`src/source/prefetch_config.svh`:
```
// Prefetch reader configuration: bus widths, memory latency and prefetch window
`ifndef PREFETCH_CONFIG_SVH
`define PREFETCH_CONFIG_SVH

// --------------------------------------------------
// Widths
// --------------------------------------------------
// Memory address, 256 words
`define PF_ADDR_WIDTH 8
`define PF_DATA_WIDTH 16
// Burst length, wide enough to hold 256
`define PF_LEN_WIDTH 9

// --------------------------------------------------
// Timing
// --------------------------------------------------
// Cycles from a read request to its FIFO write
`define PF_MEM_LATENCY 3
// Writes tolerated after wr_rdy falls, at least PF_MEM_LATENCY
`define PF_PIPELINE_DEPTH 4

`endif

```
`src/source/prefetch_pkg.sv`:
```
// Prefetch reader types: address, data and length vectors plus sequencer states
`include "prefetch_config.svh"

package prefetch_pkg;

    // --------------------------------------------------
    // Vector types
    // --------------------------------------------------
    // Word address into the on-chip memory
    typedef logic [`PF_ADDR_WIDTH-1:0] addr_t;
    // One memory word
    typedef logic [`PF_DATA_WIDTH-1:0] data_t;
    // Burst length, zero to 256
    typedef logic [`PF_LEN_WIDTH-1:0]  len_t;

    // --------------------------------------------------
    // Sequencer FSM
    // --------------------------------------------------
    typedef enum logic [1:0] {
        IDLE  = 2'd0,
        FETCH = 2'd1,
        DRAIN = 2'd2,
        DONE  = 2'd3
    } seq_state_t;

endpackage : prefetch_pkg

```
`src/source/fifo_wr_if.sv`:
```
// FIFO write side bundle between the memory read pipeline and the prefetch FIFO
`timescale 1ns/1ps

interface fifo_wr_if import prefetch_pkg::*; ();

    // Write strobe, a word is taken on every cycle it is high
    logic  wr;
    data_t wr_data;
    // Advisory ready, in-flight writes still fit after it falls
    logic  wr_rdy;
    // One-cycle pulse on a write into a full FIFO
    logic  oflow;

    // Requester side
    modport source (
        output wr,
        output wr_data,
        input  wr_rdy,
        input  oflow
    );

    // FIFO side
    modport sink (
        input  wr,
        input  wr_data,
        output wr_rdy,
        output oflow
    );

endinterface : fifo_wr_if

```
`src/source/burst_addr_counter.sv`:
```
// Burst address counter: steps the read address and counts down the remaining requests
`timescale 1ns/1ps

module burst_addr_counter import prefetch_pkg::*; (
    input  logic  clk,
    input  logic  srst,
    input  logic  load,
    input  logic  step,
    input  addr_t base_addr,
    input  len_t  length,
    output addr_t addr,
    output logic  last,
    output logic  zero_len
);

    // Requests still to issue in the current burst
    len_t remaining;

    // --------------------------------------------------
    // Address register
    // --------------------------------------------------
    // Wraps modulo the memory size through natural overflow
    always_ff @(posedge clk) begin
        if (load) begin
            addr <= base_addr;
        end else if (step) begin
            addr <= addr + 1'b1;
        end
    end

    // --------------------------------------------------
    // Remaining count
    // --------------------------------------------------
    always_ff @(posedge clk) begin
        if (srst) begin
            remaining <= '0;
        end else if (load) begin
            remaining <= length;
        end else if (step && !zero_len) begin
            remaining <= remaining - 1'b1;
        end
    end

    // One request left
    assign last     = (remaining == len_t'(1));
    // Nothing left, also the state after a zero-length load
    assign zero_len = (remaining == '0);

endmodule : burst_addr_counter

```
`src/source/fetch_sequencer_fsm.sv`:
```
// Fetch sequencer FSM: issues burst read requests under FIFO back-pressure and flags completion
`timescale 1ns/1ps

module fetch_sequencer_fsm import prefetch_pkg::*; (
    input  logic clk,
    input  logic srst,
    input  logic start,
    input  logic wr_rdy,
    input  logic last,
    input  logic zero_len,
    input  logic pipe_idle,
    output logic load,
    output logic step,
    output logic req,
    output logic busy,
    output logic done
);

    seq_state_t state;
    seq_state_t state_nxt;

    // --------------------------------------------------
    // State register
    // --------------------------------------------------
    always_ff @(posedge clk) begin
        if (srst) begin
            state <= IDLE;
        end else begin
            state <= state_nxt;
        end
    end

    // --------------------------------------------------
    // Next state and request issue
    // --------------------------------------------------
    always_comb begin
        state_nxt = state;
        load      = 1'b0;
        req       = 1'b0;
        case (state)
            IDLE: begin
                // Counter takes base and length on the same edge
                if (start) begin
                    load      = 1'b1;
                    state_nxt = FETCH;
                end
            end
            FETCH: begin
                if (zero_len) begin
                    // Empty burst, nothing to request
                    state_nxt = DRAIN;
                end else if (wr_rdy) begin
                    req = 1'b1;
                    if (last) begin
                        state_nxt = DRAIN;
                    end
                end
            end
            DRAIN: begin
                // Wait for the last read to land in the FIFO
                if (pipe_idle) begin
                    state_nxt = DONE;
                end
            end
            DONE:    state_nxt = IDLE;
            default: state_nxt = IDLE;
        endcase
    end

    // Address advances with every request
    assign step = req;
    assign busy = (state == FETCH) || (state == DRAIN);
    assign done = (state == DONE);

endmodule : fetch_sequencer_fsm

```
`src/source/fifo_small_prefetch.sv`:
```
// Small synchronous prefetch FIFO with in-flight slot reservation and unregistered read data
`timescale 1ns/1ps
`include "prefetch_config.svh"

module fifo_small_prefetch import prefetch_pkg::*; (
    input  logic      clk,
    input  logic      srst,
    fifo_wr_if.sink   wr_port,
    input  logic      rd,
    output logic      rd_vld,
    output data_t     rd_data
);

    // --------------------------------------------------
    // Sizes
    // --------------------------------------------------
    localparam int PIPE      = `PF_PIPELINE_DEPTH;
    localparam int DEPTH     = PIPE * 2;
    localparam int PTR_WID   = $clog2(DEPTH);
    localparam int MEM_DEPTH = 2 ** PTR_WID;
    localparam int CNT_WID   = $clog2(DEPTH + 1);
    localparam int PCNT_WID  = $clog2(PIPE + 1);
    // Capacity at the width of count plus reserved slots
    localparam logic [CNT_WID:0] CAPACITY = (CNT_WID + 1)'(DEPTH);

    data_t               mem [MEM_DEPTH];
    logic [PTR_WID-1:0]  wr_ptr;
    logic [PTR_WID-1:0]  rd_ptr;
    logic [CNT_WID-1:0]  count;
    logic                full;
    logic                wr_safe;
    logic                rd_safe;
    // One bit per recent cycle in which wr_rdy was low
    logic [PIPE-1:0]     stall_hist;
    logic [PCNT_WID-1:0] reserved;
    logic [CNT_WID:0]    fill_level;

    // Number of set bits in the stall history
    function automatic logic [PCNT_WID-1:0] count_ones(input logic [PIPE-1:0] vec);
        logic [PCNT_WID-1:0] ones;
        ones = '0;
        for (int i = 0; i < PIPE; i++) begin
            ones = ones + PCNT_WID'(vec[i]);
        end
        return ones;
    endfunction

    // --------------------------------------------------
    // Fill control
    // --------------------------------------------------
    assign full    = (count == CNT_WID'(DEPTH));
    // Blocked writes on full, blocked reads on empty
    assign wr_safe = wr_port.wr && !full;
    assign rd_safe = rd && rd_vld;

    always_ff @(posedge clk) begin
        if (srst) begin
            wr_ptr <= '0;
            rd_ptr <= '0;
            count  <= '0;
        end else begin
            if (wr_safe) begin
                wr_ptr <= wr_ptr + 1'b1;
            end
            if (rd_safe) begin
                rd_ptr <= rd_ptr + 1'b1;
            end
            // Net occupancy change, write and read may coincide
            count <= count + CNT_WID'(wr_safe) - CNT_WID'(rd_safe);
        end
    end

    // Pulse for one cycle after a write hits a full FIFO
    always_ff @(posedge clk) begin
        if (srst) begin
            wr_port.oflow <= 1'b0;
        end else begin
            wr_port.oflow <= wr_port.wr && full;
        end
    end

    // --------------------------------------------------
    // Reserved slots for in-flight writes
    // --------------------------------------------------
    // A cycle with wr_rdy low issued no request, so it frees one reserved slot
    always_ff @(posedge clk) begin
        if (srst) begin
            stall_hist <= '0;
        end else begin
            stall_hist <= {stall_hist[PIPE-2:0], !wr_port.wr_rdy};
        end
    end

    assign reserved       = PCNT_WID'(PIPE) - count_ones(stall_hist);
    assign fill_level     = (CNT_WID + 1)'(count) + (CNT_WID + 1)'(reserved);
    assign wr_port.wr_rdy = fill_level < CAPACITY;

    // --------------------------------------------------
    // Storage
    // --------------------------------------------------
    always_ff @(posedge clk) begin
        if (wr_safe) begin
            mem[wr_ptr] <= wr_port.wr_data;
        end
    end

    // Read data straight from storage, valid while rd_vld is high
    assign rd_data = mem[rd_ptr];
    assign rd_vld  = (count != '0);

endmodule : fifo_small_prefetch

```
`src/source/mem_read_pipe.sv`:
```
// Loadable on-chip memory with a fixed-latency read pipeline feeding the FIFO write side
`timescale 1ns/1ps
`include "prefetch_config.svh"

module mem_read_pipe import prefetch_pkg::*; (
    input  logic      clk,
    input  logic      srst,
    input  logic      load_en,
    input  addr_t     load_addr,
    input  data_t     load_data,
    input  logic      req,
    input  addr_t     addr,
    output logic      idle,
    fifo_wr_if.source wr_port
);

    localparam int LAT       = `PF_MEM_LATENCY;
    localparam int MEM_WORDS = 2 ** `PF_ADDR_WIDTH;

    // The FIFO reservation window must cover every read in flight
    if (`PF_PIPELINE_DEPTH < LAT) begin : g_window_check
        $error("Prefetch window shorter than memory latency");
    end

    data_t           mem [MEM_WORDS];
    // Stage 0 is the memory read, the rest only delay the word
    data_t           data_sr [LAT];
    logic [LAT-1:0]  vld_sr;

    // --------------------------------------------------
    // Load port
    // --------------------------------------------------
    always_ff @(posedge clk) begin
        if (load_en) begin
            mem[load_addr] <= load_data;
        end
    end

    // --------------------------------------------------
    // Read pipeline
    // --------------------------------------------------
    always_ff @(posedge clk) begin
        data_sr[0] <= mem[addr];
        for (int i = 1; i < LAT; i++) begin
            data_sr[i] <= data_sr[i-1];
        end
    end

    // Valid flags, cleared so a reset drops reads in flight
    always_ff @(posedge clk) begin
        if (srst) begin
            vld_sr <= '0;
        end else begin
            vld_sr[0] <= req;
            for (int i = 1; i < LAT; i++) begin
                vld_sr[i] <= vld_sr[i-1];
            end
        end
    end

    // Last stage writes the FIFO
    assign wr_port.wr      = vld_sr[LAT-1];
    assign wr_port.wr_data = data_sr[LAT-1];
    assign idle            = (vld_sr == '0);

endmodule : mem_read_pipe

```
`src/source/prefetch_reader_top.sv`:
```
// Memory read prefetcher top: sequencer, address counter, read pipeline and prefetch FIFO
`timescale 1ns/1ps

module prefetch_reader_top import prefetch_pkg::*; (
    input  logic  clk,
    input  logic  srst,
    // Memory load port
    input  logic  load_en,
    input  addr_t load_addr,
    input  data_t load_data,
    // Burst control
    input  logic  start,
    input  addr_t base_addr,
    input  len_t  length,
    output logic  busy,
    output logic  done,
    // Consumer side
    input  logic  rd,
    output logic  rd_vld,
    output data_t rd_data,
    output logic  oflow
);

    logic  seq_load;
    logic  seq_step;
    logic  seq_req;
    logic  cnt_last;
    logic  cnt_zero_len;
    logic  pipe_idle;
    addr_t rd_addr;

    // --------------------------------------------------
    // FIFO write side
    // --------------------------------------------------
    fifo_wr_if wr_if ();

    assign oflow = wr_if.oflow;

    // --------------------------------------------------
    // Blocks
    // --------------------------------------------------
    fetch_sequencer_fsm i_seq (
        .clk       (clk),
        .srst      (srst),
        .start     (start),
        .wr_rdy    (wr_if.wr_rdy),
        .last      (cnt_last),
        .zero_len  (cnt_zero_len),
        .pipe_idle (pipe_idle),
        .load      (seq_load),
        .step      (seq_step),
        .req       (seq_req),
        .busy      (busy),
        .done      (done)
    );

    burst_addr_counter i_cnt (
        .clk       (clk),
        .srst      (srst),
        .load      (seq_load),
        .step      (seq_step),
        .base_addr (base_addr),
        .length    (length),
        .addr      (rd_addr),
        .last      (cnt_last),
        .zero_len  (cnt_zero_len)
    );

    mem_read_pipe i_pipe (
        .clk       (clk),
        .srst      (srst),
        .load_en   (load_en),
        .load_addr (load_addr),
        .load_data (load_data),
        .req       (seq_req),
        .addr      (rd_addr),
        .idle      (pipe_idle),
        .wr_port   (wr_if.source)
    );

    fifo_small_prefetch i_fifo (
        .clk       (clk),
        .srst      (srst),
        .wr_port   (wr_if.sink),
        .rd        (rd),
        .rd_vld    (rd_vld),
        .rd_data   (rd_data)
    );

endmodule : prefetch_reader_top

```
`config.mk`:
```
export PLATFORM = sky130hd
export DESIGN_NAME = prefetch_reader_top
export DESIGN_NICKNAME = d
export VERILOG_FILES = /design/src/source/prefetch_pkg.sv /design/src/source/fifo_wr_if.sv /design/src/source/burst_addr_counter.sv /design/src/source/fetch_sequencer_fsm.sv /design/src/source/fifo_small_prefetch.sv /design/src/source/mem_read_pipe.sv /design/src/source/prefetch_reader_top.sv
export VERILOG_INCLUDE_DIRS = /design/src /design/src/source
export SDC_FILE = /design/constraint.sdc
export NUM_CORES = 2
export LEC_CHECK = 0
export BUFFER_PORTS_ARGS = -buffer_cell sky130_fd_sc_hd__buf_2
export CAP_MARGIN = 25
export CORE_MARGIN = 4
export CORE_UTILIZATION = 40
export CTS_BUF_LIST = sky130_fd_sc_hd__clkbuf_16
export CTS_CLUSTER_DIAMETER = 50
export DETAILED_ROUTE_END_ITERATION = 8
export PLACE_DENSITY = 0.58
export SLEW_MARGIN = 20
export SYNTH_ARGS = -nofsm -noshare
export SYNTH_HDL_FRONTEND = slang
export SYNTH_MEMORY_MAX_BITS = 65536
export SYNTH_SLANG_ARGS = --single-unit
```
`constraint.sdc`:
```
create_clock -name clk -period 3.5 [get_ports clk]
set_input_delay 0.525 -clock clk [delete_from_list [all_inputs] [get_ports clk]]
set_output_delay 0.525 -clock clk [all_outputs]
set_load 0.03 [all_outputs]
```
==> flow_metrics.py <==
metrics = {
    "floorplan": {
        "core-area_sq_mm": 0.414,
        "initial_core_util_pct": 40.3,
        "die_h_um": 654,
        "pin_count": 66,
        "rows": 236,
        "die_w_um": 654,
        "die_area_sq_mm": 0.428,
    },
    "clock_network": {
        "tritoncts": "yes",
        "clockBufferDepth": 4,
        "clk_pin_slew_ns": 0.06,
        "clock-sinks": 4320,
        "clk_latency_ns": 0.99,
        "htreeDepth": 5,
        "cts_buffers": 450,
        "cts-root-buf": "clkbuf_16",
    },
    "drt": {
        "drcViolationCount": 0,
        "ant_nets": 0,
        "routed_wl_um": 465000,
        "firstDrtPassIters": 7,
        "drt_iter0_markers": 10700,
        "via_per_inst": 5.84,
        "dr_total_vias": 85100,
        "wl_per_cell_um": 31.9,
    },
    "synthesis": {
        "yosysSeqAreaShare_pct": 77.2,
        "ys_seq_elements": 4320,
        "synth_cells": 7791,
        "synth_fp_nets": 7861,
        "synthesis.area_sq_mm": 0.167,
        "ys.flop_type": "edfxtp_1",
        "synthArstFlopShare_pct": 0,
        "synth_edf_count": 4232,
        "synth_area_per_cell_sq_um": 21.4,
        "synth_cell_types": 75,
        "yosysWarnings": 0,
    },
    "global_route": {
        "overflow": 0,
        "grt_max_degree": 114,
        "grt_pass1_vias": 84700,
        "grt_first_pass_wirelength_um": 656000,
        "antenna_found_initial": 33,
        "grtUsageTotal_pct": 21.5,
    },
    "timing": {
        "rsz0062_at_grt": "yes",
        "slew_headroom_pct": 22.9,
        "period_share_pct": 97.7,
        "finalClockSkew_ns": 0.0433,
        "max_freq_mhz": 292,
        "hold_ws_ns": 0.0201,
        "worstMarginPinSlew_ns": 1.15,
        "finalSetupTns_ns": 0,
        "hold_viol": 0,
        "worst_slack_ns": 0.0798,
        "report.final.slew_viol_count": 0,
        "finalSetupViolCount": 0,
        "min_period_ns": 3.42,
    },
    "worst_setup_path": {
        "critPathMaxStageDelay_ns": 0.55,
        "reg2reg_slack_ns": 0.08,
        "worstPathRequired_ns": 4.38,
        "cp_cell_sequence": "buf_12, buf_12, buf_12, mux4_2, mux2i_1, o221ai_2, o32ai_4, buf_4, nor4_2",
        "crit_path_frequent_cell": "buf_12",
        "cp_max_fo": 35,
        "arrival_ns": 4.30,
        "reg2reg_to": "i_pipe.data_sr[0][11]$_DFF_P_",
        "endpoint": "i_pipe.data_sr[0][11]$_DFF_P_",
        "critPathKind": "reg -> reg",
        "start_kind": "register",
        "crit_buf_inv": 4,
        "cp.depth": 9,
        "slowest_stage": "o32ai_4",
        "cp-end-kind": "register",
        "reg2reg_depth": 9,
        "cp_top_family": "multiplexers",
    },
    "placement": {
        "io_buffers": 65,
        "pre_cts_slack_ns": -0.505,
        "dp_hpwl_um": 291000,
        "place_congestion": 0.889,
        "place_area_sq_mm": 0.179,
    },
    "pwr": {
        "ir_drop_mv": 0.482,
        "power_density_mw_per_mm2": 777,
        "netSwitchingPower_w": 0.0473,
        "power_frac_comb_pct": 30.5,
        "internal-power_w": 0.103,
        "p_leak_nw": 62.8,
        "power_frac_seq_pct": 39.0,
        "switching_share_pct": 31.4,
        "clkPwrFrac_pct": 30.5,
    },
    "layout": {
        "final_common_cell": "edfxtp_1",
        "fin_nets": 8786,
        "area_growth_pct": 16.2,
        "final_cell_mix": "edfxtp_1 (4232), mux4_2 (846), buf_4 (735), mux2i_1 (533), clkbuf_16 (455)",
        "drive_gt1_share_pct": 28.1,
        "fin_area_sq_mm": 0.194,
    },
    "job": {
        "drv_cap": 0,
    },
    "min_path": {
        "hp-class": "in -> reg",
    },
    "run_status": {
        "status": "finished, final reports clean",
    },
}
-- registers in the layout, indices dropped and copies added (netlist names), named ones only --
register              cells
i_seq.state               2
i_cnt.remaining           9
i_cnt.addr                8
i_pipe.vld_sr             3
i_fifo.count              4
i_fifo.rd_ptr             3
i_pipe.data_sr           48
i_fifo.wr_ptr             3
i_fifo.mem              128
i_pipe.mem             4096
i_fifo.stall_hist         4
i_fifo.wr_port.oflow      1
-- cells in the mapped netlist (43+ instances only) --
cell      count  area, sq um
edfxtp_1   4232       127000
nand2_1      84          315
mux2_2       48          541
mux4_2      846        19100
nand3_1      58          290
dfxtp_1      88         1760
a21oi_1     170          851
o22ai_1     123          769
nor3_1       88          440
nor2_1      309         1160
buf_2        89          445
mux2i_1     534         5350
a211oi_1     43          323
buf_6        54          608
clkbuf_1    215          807
o221ai_1    235         2060
-- power by group through the flow --
stage / Clock [W] / Combinational, W / Sequential, W
after CTS: 0.0468 / 0.0461 / 0.0587
final: 0.0459 / 0.0460 / 0.0587
after global placement: 0 / 0.0455 / 0.0597
after floorplan: 0 / 0.0275 / 0.0591
after detailed placement: 0 / 0.0458 / 0.0598
after global routing: 0.0491 / 0.0480 / 0.0587
-- kinds of logic after synthesis --
group	count (synthesis)	synth area share, %
xor gates and xnor gates	17	0.0892
and+or+nand+nor	693	1.96
AOI/OAI and AO/OA	803	3.54
muxes	1440	15.1
buffers and inverters	494	1.95
DFF	4320	77.2
adders and majority gates	24	0.184
-- metal layers --
layer  global-route usage [%]  routed length [um]  vias to the layer above
met5                        0                  71                        -
met4                     7.87               18300                       10
met3                     3.45               37600                      777
met2                     33.8              219000                     3842
met1                     30.4              190000                    45500
li1                         -                   -                    34900
-- area by class of cell --
cell class                 instances  area, sq um
fill                           34000       220000
sequential                      4320       129000
multi-input combinational       2977        35200
clock buffer                     455        11400
timing repair buffer             944         8620
tap                             5474         6850
clock inverter                   361         2830
inverter                          23          100
antenna                           15         37.5
-- stage by stage --
stage | power [W] | std cells | utilization [%]
final | 0.151 | 14600 | 46.8
after floorplan | 0.0866 | 7791 | -
after global placement | 0.105 | 13700 | 43.3
after CTS | 0.152 | 14600 | 46.8
after detailed placement | 0.106 | 13700 | 43.3
after global routing | 0.156 | 14600 | 46.8
-- what timing repair did --
action                     4_1_cts  5_1_grt
pin swaps                        1        0
gates resized for setup         12        6
setup endpoints to repair       22        6
hold endpoints to repair        38        0
hold buffers                    23        0
buffers inserted                 1        0
-- how the worst min path moves through the flow --
stage,cells after the start,start,slack (ns),end
final,1,load_data[2],0.02,i_pipe.mem[109][2]$_DFFE_PP_
after global routing,1,load_data[2],0.01,i_pipe.mem[109][2]$_DFFE_PP_
after CTS,1,load_data[9],0.002,i_pipe.mem[105][9]$_DFFE_PP_
after detailed placement,0,i_pipe.data_sr[0][18]$_DFF_P_,0.31,i_pipe.data_sr[0][34]$_DFF_P_
after global placement,0,i_pipe.data_sr[0][5]$_DFF_P_,0.32,i_pipe.data_sr[0][21]$_DFF_P_
after floorplan,0,i_pipe.data_sr[0][0]$_DFF_P_,0.31,i_pipe.data_sr[0][16]$_DFF_P_
-- worst register-to-register path: cells and delay by family (launching register included) --
kind | cells | cell delay (ns)
mux | 2 | 0.99
compound gates | 2 | 0.94
simple gates | 1 | 0.04
flops | 1 | 0.41
buf+inv | 4 | 0.95
Note: power is estimated with default switching activity, not from simulation.
